$ cat config.mk
export PLATFORM = sky130hd
export DESIGN_NAME = pipe_control
export DESIGN_NICKNAME = d
export VERILOG_FILES = /design/src/logic/core_pkg.sv /design/src/logic/pipe_control.sv
export SDC_FILE = /design/constraint.sdc
export NUM_CORES = 1
export LEC_CHECK = 0
export ABC_AREA = 1
export BUFFER_PORTS_ARGS = -buffer_cell sky130_fd_sc_hd__buf_2
export CAP_MARGIN = 20
export CORE_AREA = 2 2 77 79
export DETAILED_ROUTE_END_ITERATION = 6
export DIE_AREA = 0 0 79 81
export GPL_ROUTABILITY_DRIVEN = 0
export SLEW_MARGIN = 20
export SYNTH_ARGS = -nofsm -noshare
export SYNTH_HDL_FRONTEND = slang
export SYNTH_SLANG_ARGS = --single-unit
$ cat constraint.sdc
create_clock -name vclk -period 1.9
set_input_delay 0.57 -clock vclk [all_inputs]
set_output_delay 0.57 -clock vclk [all_outputs]
set_load 0.005 [all_outputs]
$ cat src/logic/core_pkg.sv
// Data width, ALU opcode and operand-select enums, and the micro-op and writeback structs.
package core_pkg;

    localparam int xlen = 32;

    // ----------------------------------------------------------------------
    // Opcodes and operand selects
    // ----------------------------------------------------------------------

    typedef enum logic [3:0] {
        alu_add,
        alu_sub,
        alu_and,
        alu_or,
        alu_xor,
        alu_sll,
        alu_srl,
        alu_slt, // Signed compare.
        alu_lui  // Operand two shifted left by 12.
    } alu_op_e;

    typedef enum logic [1:0] {
        src1_rf,
        src1_pc,
        src1_zero,
        src1_cntid
    } src1_sel_e;

    typedef enum logic [1:0] {
        src2_rf,
        src2_imm,
        src2_cntl, // Low half of the stable counter.
        src2_cnth  // High half of the stable counter.
    } src2_sel_e;

    // ----------------------------------------------------------------------
    // Pipeline records
    // ----------------------------------------------------------------------

    typedef struct packed {
        logic            valid;
        alu_op_e         op;
        src1_sel_e       src1_sel;
        src2_sel_e       src2_sel;
        logic [4:0]      rd;
        logic [4:0]      rj;
        logic [4:0]      rk;
        logic [xlen-1:0] pc;
        logic [xlen-1:0] imm;
    } issue_uop_t;

    // Operands are resolved here, so the execute lane sees only values.
    typedef struct packed {
        logic            valid;
        alu_op_e         op;
        logic [4:0]      rd;
        logic [xlen-1:0] pc;
        logic [xlen-1:0] operand_a;
        logic [xlen-1:0] operand_b;
    } read_uop_t;

    typedef struct packed {
        logic            en;
        logic [4:0]      rd;
        logic [xlen-1:0] data;
        logic [xlen-1:0] pc;
    } wb_t;

endpackage

$ cat src/logic/pipe_control.sv
// Pipeline control for stall hold, flush kill and the read-after-write hazard bubble.
`timescale 1ns/1ps

module pipe_control import core_pkg::*; (
    input  logic       clk,
    input  logic       reset,
    input  logic       stall,
    input  logic       flush,
    input  issue_uop_t issue0,
    input  issue_uop_t issue1,
    input  logic [4:0] read_rd0,
    input  logic [4:0] read_rd1,
    input  logic       read_valid0,
    input  logic       read_valid1,
    output logic       hold,
    output logic       bubble,
    output logic       kill,
    output logic       issue_ready
);

    logic hazard;

    // True when a valid micro-op reads rd from the register file.
    function automatic logic reads_reg(input issue_uop_t u, input logic [4:0] rd);
        logic hit_j;
        logic hit_k;
        hit_j = (u.src1_sel == src1_rf) && (u.rj == rd);
        hit_k = (u.src2_sel == src2_rf) && (u.rk == rd);
        return u.valid && (rd != 5'd0) && (hit_j || hit_k);
    endfunction

    // ----------------------------------------------------------------------
    // Hazard detection
    // ----------------------------------------------------------------------

    // The bubble empties the read stage, so the hazard lasts one cycle.
    // The producer then sits in execute and is bypassed.
    always_comb begin
        hazard = 1'b0;
        if (read_valid0 && (reads_reg(issue0, read_rd0) || reads_reg(issue1, read_rd0)))
            hazard = 1'b1;
        if (read_valid1 && (reads_reg(issue0, read_rd1) || reads_reg(issue1, read_rd1)))
            hazard = 1'b1;
    end

    // ----------------------------------------------------------------------
    // Outputs to the datapath and the issuer
    // ----------------------------------------------------------------------

    assign kill        = reset || flush;
    assign hold        = stall;
    assign bubble      = hazard;
    assign issue_ready = !(stall || flush || hazard);

endmodule

==> results of run 1 <==
[how the worst max path moves through the flow]
stage | start | end | cells past startpoint
final | issue1[82] | issue_ready | 12
after global routing | read_rd1[4] | issue_ready | 13
after CTS | read_rd1[4] | issue_ready | 11
after detailed placement | read_rd0[4] | issue_ready | 13
after global placement | read_rd0[4] | issue_ready | 13
after floorplan | read_rd1[3] | issue_ready | 10
[worst max-delay path, cell delays in order]
cell and delay [ns]:
buf_2 0.11, nor2_4 0.10, nand2_1 0.06, nor2_1 0.10, nand3_1 0.08, nand2_1 0.08
nand2_1 0.06, nand2_1 0.07, nand2_2 0.05, nand2_2 0.08, nor2_2 0.03, buf_2 0.11
[power by group through the flow]
stage | clock network (mW) | logic [mW] | registers (mW)
final | 0 | 0.292 | 0
after floorplan | 0 | 0.117 | 0
after detailed placement | 0 | 0.212 | 0
after global placement | 0 | 0.209 | 0
after CTS | 0 | 0.255 | 0
after global routing | 0 | 0.325 | 0
[per-stage QoR]
step                      std cells  TNS [ns]  area (um2)  power [mW]  hold WS (ns)
after floorplan                 213         0         847       0.117          1.22
after global placement          335    -0.523        1170       0.209          1.31
after detailed placement        335    -0.547        1170       0.212          1.33
after CTS                       335    -0.334        1350       0.255          1.33
after global routing            335    -0.563        1480       0.325          1.34
final                           335    -0.315        1480       0.292          1.33
[what timing repair did]
item | in CTS | in global routing
endpoints found under the setup margin | 2 | 2
pin swaps | 33 | 30
endpoints found under the hold margin | 0 | 0
resized for setup | 52 | 49
cloned | 0 | 0
[layout by cell type, fill, tap and decap left out, drive strengths merged]
cell / n
inv: 34
nand2: 123
nor2: 37
buf: 49
nor3: 2
or2: 2
nand3: 10
o21ai: 3
[cell usage after synthesis, drive strengths merged]
cell   instances
nand2        123
or2            2
inv           34
nor3           2
o21ai          3
nor2          37
nand3         10
buf            2
[layout make-up]
type | count | area, um2 | share of cell area
Timing Repair Buffer | 49 | 419 | 0.282
Multi-Input combinational cell | 177 | 808 | 0.545
Tap cell | 75 | 93.8 | 0.0632
Inverter | 34 | 163 | 0.110
[metal layers]
layer	GRT usage	vias up	share of wire
met4	0.0207	0	0.0050
met5	0	-	0
met3	0.0100	2	0.054
met1	0.140	587	0.49
li1	-	723	-
met2	0.164	46	0.46
[kinds of logic after synthesis]
logic type,Yosys count,synth area share
and+or+nand+nor,174,0.809
buffers and inverters,36,0.173
AOI/OAI and AO/OA,3,0.0177
==> reports/metrics.cfg, run 1 <==
[finish]
final_util=0.261
drive_gt1_frac=0.369
n_fill_cell=658
clkbuf_count=0
register_area_um2=0
seq_cells=0
syn2layout_area_growth_pct=75.2
nets=454
antenna_cells=0

[power_and_ir_drop]
switching_power_uw=154
swShare=0.528
clkPwrFrac=0
p_per_area_nw_per_um2=197
pwr-share-comb=1.000
power_frac_seq=0
cellLeakagePower_nw=0.889
internal_power_uw=138
ir_drop_mv=0.0879

[floorplan]
die_x_um=79
coreArea_um2=5680
die_h_um=81
die-area_um2=6400
start_util=0.149
fp-row-count=28
ios=196

[status]
violations=negative setup slack
outcome=complete, but fails checks

[sta]
finalSetupViolCount=2
rsz0062_at_grt=yes
period_share=1.09
fmax_mhz=482
finalHoldViolCount=0
maxSlewHeadroom=0.900
finalCriticalPeriod_ns=2.07
setup_ws_ns=-0.174
worst_pin_slew_ns=0.149
maxSlewViolCount=0

[critical_path]
worstPathRequired_ns=1.33
crit_type=in -> out
arrival_ns=1.50
critPathCaptureType=output port
cp-start-kind=input port
crit_fanout=2

[synthesis]
ys_seq_area_frac=0
synth_top_cell_by_area=nand2_1
synth_cell_type_count=13
synth.area.top_cells=nand2_1 54%, nor2_1 16%, inv_1 11%
yosysWarnings=0
synthCells=213
synth.top_cell.area_share=0.536
synth.avg_cell_area_um2=3.98
synth_nets=405
synth_area_um2=847

[place]
place_ws_ns=-0.289
port_buffers=49
hpwl_um=2830

[global_routing]
grt_usage=0.0993
antenna_found_initial=0
grt_max_degree=9
grt_pass1_vias=1209
grt_pass1_wl_um=5290
overflow=0

[routing]
wirelength_um=3380
vias=1358
remaining_drc_errors=0
first_iter_violations=55
drt-pass1-iter-count=4
drtAntennaViolNets=0
post_drt_via_cell_ratio=4.05
wl_per_cell_um=10.1

[job]
drv_cap=0

[worst_hold_path]
hold_path.startpoint=stall
min_path_cells=2
hold_path.class=in -> out
hold_end=hold

[cts]
postCtsSetupRepairBufs=0
postCtsHoldBufs=0

Note: power is estimated with default switching activity, not from simulation.
==> run 2, diff against run 1 <==
--- a/config.mk
+++ b/config.mk
@@ -12,6 +12,7 @@
 export DETAILED_ROUTE_END_ITERATION = 6
 export DIE_AREA = 0 0 79 81
 export GPL_ROUTABILITY_DRIVEN = 0
+export RECOVER_POWER = 25
 export SLEW_MARGIN = 20
 export SYNTH_ARGS = -nofsm -noshare
 export SYNTH_HDL_FRONTEND = slang
==> run 2 against run 1 <==
  * The flow still finishes with violations (negative setup slack)
  * Sequential cell count did not move
  * Routed wire length barely moved
  * Cell count did not move
  * Via count rose by 0.22%
  * Non-clock buffer count did not move
  * Core utilization barely moved
  * Setup slack barely moved
  * Critical path depth did not move
  * Die area did not move
  * First-iteration DRC count fell by 5.5%
  * Combinational power barely moved
==> reports/metrics.cfg, run 2 (synthesis gave the netlist of run 1 again) <==
[status]
outcome=complete, but fails checks  ; unchanged
violations=negative setup slack  ; unchanged

[finish]
n_fill_cell=658  ; unchanged
seq_cells=0  ; unchanged
final_common_cell=nand2_1  ; unchanged
register_area_um2=0  ; unchanged
clkbuf_count=0  ; unchanged
fin_area_um2=1480  ; about the same
antenna_cells=0  ; unchanged
final_cell_mix=113 x nand2_1, 25 x nor2_1, 25 x buf_2  ; was 113 x nand2_1, 26 x buf_2, 25 x nor2_1
final_util=0.261  ; about the same
nets=454  ; unchanged
syn2layout_area_growth_pct=75.0  ; was 75.2%
fin_cells=335  ; unchanged
drive_gt1_frac=0.365  ; was 0.369

[critical_path]
arrival_ns=1.50  ; about the same
path_cells=buf_2 > nor2_4 > nand2_1 > nor2_1 > nand3_1 > nand2_1 > nand2_1 > nand2_1 > nand2_2 > nand2_2 > nor2_2 > buf_2  ; unchanged
cpMostUsedCell=nand2_1  ; unchanged
crit_fanout=2  ; unchanged
crit_path_max_incr_delay_ns=0.11  ; about the same
critPathCaptureType=output port  ; unchanged
cp-start-kind=input port  ; unchanged
slowest_stage=buf_2  ; unchanged
worstPathRequired_ns=1.33  ; about the same
crit_type=in -> out  ; unchanged

[place]
hpwl_um=2830  ; unchanged
detailed_place.area_um2=1170  ; unchanged
port_buffers=49  ; unchanged
dpl.cell_count=335  ; unchanged

[power_and_ir_drop]
ir_drop_mv=0.0879  ; about the same
cellLeakagePower_nw=0.886  ; was 0.889 nW
p_per_area_nw_per_um2=197  ; about the same
total_power_uw=292  ; about the same

[routing]
drtAntennaViolNets=0  ; unchanged
first_iter_violations=52  ; was 55
wirelength_um=3380  ; about the same
drt-pass1-iter-count=4  ; unchanged
post_drt_via_cell_ratio=4.06  ; was 4.05
remaining_drc_errors=0  ; unchanged
vias=1361  ; was 1358
wl_per_cell_um=10.1  ; about the same

[floorplan]
fp-row-count=28  ; unchanged
coreArea_um2=5680  ; unchanged
start_util=0.149  ; unchanged
ios=196  ; unchanged
die_h_um=81  ; unchanged
die_x_um=79  ; unchanged
die-area_um2=6400  ; unchanged

[sta]
period_share=1.09  ; about the same
finalCriticalPeriod_ns=2.07  ; about the same
fmax_mhz=482  ; about the same
finalSetupViolCount=2  ; unchanged
maxSlewViolCount=0  ; unchanged
worst_pin_slew_ns=0.149  ; unchanged
rsz0062_at_grt=yes  ; unchanged
setup_ws_ns=-0.174  ; about the same
maxSlewHeadroom=0.900  ; unchanged
finalHoldViolCount=0  ; unchanged

[cts]
postCtsHoldBufs=0  ; unchanged

[global_routing]
grt_pass1_wl_um=5290  ; unchanged
grt_pass1_vias=1209  ; unchanged
grt_max_degree=9  ; unchanged
grt_usage=0.0993  ; unchanged
overflow=0  ; unchanged
antenna_found_initial=0  ; unchanged

[worst_hold_path]
hold_path.class=in -> out  ; unchanged

[job]
drv_cap=0  ; unchanged

==> run 2: cell count changes in the layout (fill, tap and decap cells not counted) <==
cell and delta:
buf_2 -1, clkbuf_1 +1
==> run 2: area by class of cell <==
type	instances	area, um2	area share
Multi-Input combinational cell	177	808	0.545
Timing Repair Buffer	49	418	0.282
Tap cell	75	93.8	0.0633
Inverter	34	163	0.110
==> run 2: final timing paths <==
path / startpoint / endpoint / slack (ns) / depth (start not counted)
worst min-delay path: stall / hold / 1.34 / 2
worst max-delay path: issue1[82] / issue_ready / -0.17 / 12
==> run 2: per-layer routing <==
| metal | share of wire | global-route usage |
|---|---|---|
| met5 | 0 | 0 |
| met4 | 0.0056 | 0.0207 |
| met3 | 0.053 | 0.0100 |
| met2 | 0.45 | 0.164 |
| met1 | 0.49 | 0.140 |
==> run 2: what timing repair did <==
action / 4_1_cts / 5_1_grt
resized for setup: 52 / 49
buffers inserted: 0 / 0
pin swaps: 33 / 30
setup endpoints to repair: 2 / 2
hold endpoints to repair: 0 / 0
==> run 2: per-stage QoR <==
stage,setup TNS [ns],hold WS (ns),setup WS (ns)
floorplan,0,1.22,0.0215
CTS,-0.334,1.33,-0.192
global placement,-0.523,1.31,-0.277
finish,-0.316,1.34,-0.174
global route,-0.563,1.36,-0.303
detailed placement,-0.547,1.33,-0.289
==> run 2: worst max-delay path, delay by kind of cell <==
family	cells	cell delay, ns
buffers and inverters	2	0.22
AND/OR/NAND/NOR	10	0.71
==> run 2: where the power goes <==
| group | leakage (nW) | internal [mW] | total (mW) | switching, mW |
|---|---|---|---|---|
| combinational | 0.886 | 0.138 | 0.292 | 0.154 |
| clock | 0 | 0 | 0 | 0 |
| sequential | 0 | 0 | 0 | 0 |
==> run 3, diff against run 2 <==
--- a/config.mk
+++ b/config.mk
@@ -8,10 +8,13 @@
 export ABC_AREA = 1
 export BUFFER_PORTS_ARGS = -buffer_cell sky130_fd_sc_hd__buf_2
 export CAP_MARGIN = 20
-export CORE_AREA = 2 2 77 79
+export CELL_PAD_IN_SITES_DETAIL_PLACEMENT = 0
+export CELL_PAD_IN_SITES_GLOBAL_PLACEMENT = 1
+export CORE_MARGIN = 2
+export CORE_UTILIZATION = 11
 export DETAILED_ROUTE_END_ITERATION = 6
-export DIE_AREA = 0 0 79 81
 export GPL_ROUTABILITY_DRIVEN = 0
+export PLACE_DENSITY_LB_ADDON = 0.1
 export RECOVER_POWER = 25
 export SLEW_MARGIN = 20
 export SYNTH_ARGS = -nofsm -noshare
==> run 3 against run 2 <==
  * The flow still finishes with violations (negative setup slack)
  * Highest routed layer is now met3
  * Sequential cell count stayed put
  * Core utilization is 4.8 points lower
  * Critical path depth is 1 higher
  * Via count is 5.7% lower
==> reports/metrics.cfg, run 3 (synthesis gave the netlist of run 1 again) <==
[finish]
clkbuf_count=0  ; unchanged
syn2layout_area_growth_pct=85.5  ; was 75.0%
nets=459  ; was 454
seq_cells=0  ; unchanged
final_cell_mix=100 x nand2_1, 30 x buf_2, 23 x nor2_1  ; was 113 x nand2_1, 25 x nor2_1, 25 x buf_2
fin_area_um2=1570  ; was 1480 um2
register_area_um2=0  ; unchanged
final_common_cell=nand2_1  ; unchanged
antenna_cells=0  ; unchanged
n_fill_cell=901  ; was 658
drive_gt1_frac=0.419  ; was 0.365
final_util=0.213  ; was 0.261

[critical_path]
slowest_stage=buf_8  ; was buf_2
critPathCaptureType=output port  ; unchanged
crit_path_max_incr_delay_ns=0.11  ; about the same
cpMostUsedCell=nand2_2  ; was nand2_1
worstPathRequired_ns=1.33  ; about the same
cp.buffers_inverters=3  ; was 2
cpLargestDelayFamily=simple AND/OR/NAND/NOR gates  ; unchanged
cp-start-kind=input port  ; unchanged
path_cells=buf_8 > buf_6 > nand2_2 > nand2_2 > nor2_4 > nand3_1 > nand2_1 > nand2_1 > nand2_1 > nand2_2 > nand2_2 > nor2_2 > buf_2  ; was buf_2 > nor2_4 > nand2_1 > nor2_1 > nand3_1 > nand2_1 > nand2_1 > nand2_1 > nand2_2 > nand2_2 > nor2_2 > buf_2
crit_type=in -> out  ; unchanged
crit_fanout=5  ; was 2
arrival_ns=1.52  ; was 1.50 ns

[power_and_ir_drop]
internal_power_uw=141  ; was 138 uW
cellLeakagePower_nw=0.907  ; was 0.886 nW
pwr-share-comb=1.000  ; about the same
switching_power_uw=171  ; was 154 uW
p_per_area_nw_per_um2=199  ; was 197 nW/um2
swShare=0.548  ; was 0.528
clkPwrFrac=0  ; about the same
ir_drop_mv=0.0397  ; was 0.0879 mV
total_power_uw=313  ; was 292 uW
power_frac_seq=0  ; about the same

[floorplan]
die_h_um=91.8  ; was 81 um
start_util=0.115  ; was 0.149
die-area_um2=8420  ; was 6400 um2
die_x_um=91.8  ; was 79 um
fp-row-count=31  ; was 28
coreArea_um2=7370  ; was 5680 um2
ios=196  ; unchanged

[sta]
finalHoldViolCount=0  ; unchanged
maxSlewViolCount=0  ; unchanged
fmax_mhz=479  ; was 482 MHz
worst_pin_slew_ns=0.167  ; was 0.149 ns
period_share=1.10  ; was 1.09
finalCriticalPeriod_ns=2.09  ; was 2.07 ns
setup_ws_ns=-0.190  ; was -0.174 ns
maxSlewHeadroom=0.889  ; was 0.900
rsz0062_at_grt=yes  ; unchanged
finalSetupViolCount=2  ; unchanged

[status]
outcome=complete, but fails checks  ; unchanged
violations=negative setup slack  ; unchanged

[place]
port_buffers=49  ; unchanged
place_ws_ns=-0.358  ; was -0.289 ns
hpwl_um=3600  ; was 2830 um
detailed_place.area_um2=1230  ; was 1170 um2

[worst_hold_path]
hold_path.class=in -> out  ; unchanged

[global_routing]
grt_pass1_vias=1310  ; was 1209
grt_pass1_wl_um=6680  ; was 5290 um
grt_max_degree=9  ; unchanged
overflow=0  ; unchanged
antenna_found_initial=0  ; unchanged
grt_usage=0.0990  ; was 0.0993

[routing]
post_drt_via_cell_ratio=3.53  ; was 4.06
drtAntennaViolNets=0  ; unchanged
first_iter_violations=48  ; was 52
wirelength_um=4140  ; was 3380 um
drt-pass1-iter-count=4  ; unchanged
wl_per_cell_um=11.4  ; was 10.1 um
vias=1284  ; was 1361
remaining_drc_errors=0  ; unchanged

[cts]
postCtsSetupRepairBufs=0  ; unchanged

[job]
drv_cap=0  ; unchanged

-- run 3: cell type report --
class,instances,area [um2],share of cell area
multi-input cells,177,862,0.549
repair buffers,54,425,0.271
well taps,99,124,0.0788
inverters,34,160,0.102
-- run 3: path summary, 6_finish.rpt --
kind                     from          end  slack, ns  cells after the start
setup / recovery  read_rd0[4]  issue_ready      -0.19                     13
hold / removal          stall         hold       1.33                      2
-- run 3: repair_timing --
action,CTS,global route
pin swaps,30,38
gates resized for setup,38,69
setup endpoints to repair,2,2
hold buffers,0,0
gates cloned,0,0
-- run 3: power groups by stage --
stage               sequential, mW  combinational, mW  clock, mW
finish                           0              0.313          0
global route                     0              0.353          0
CTS                              0              0.264          0
detailed placement               0              0.234          0
global placement                 0              0.237          0
floorplan                        0              0.117          0
-- run 3: routing by layer --
layer,vias up,routed length [um],track usage,share of wire
li1,728,-,-,-
met2,37,1700,0.159,0.41
met1,519,2240,0.150,0.54
met5,-,0,0,0
met3,0,199,0.00904,0.048
met4,0,0,0.00249,0
-- run 3: per-stage QoR --
stage	cells	hold WS (ns)	setup TNS, ns
floorplan	213	1.22	0
global placement	364	1.32	-0.706
detailed placement	364	1.32	-0.682
CTS	364	1.32	-0.475
global route	364	1.35	-0.620
finish	364	1.33	-0.344
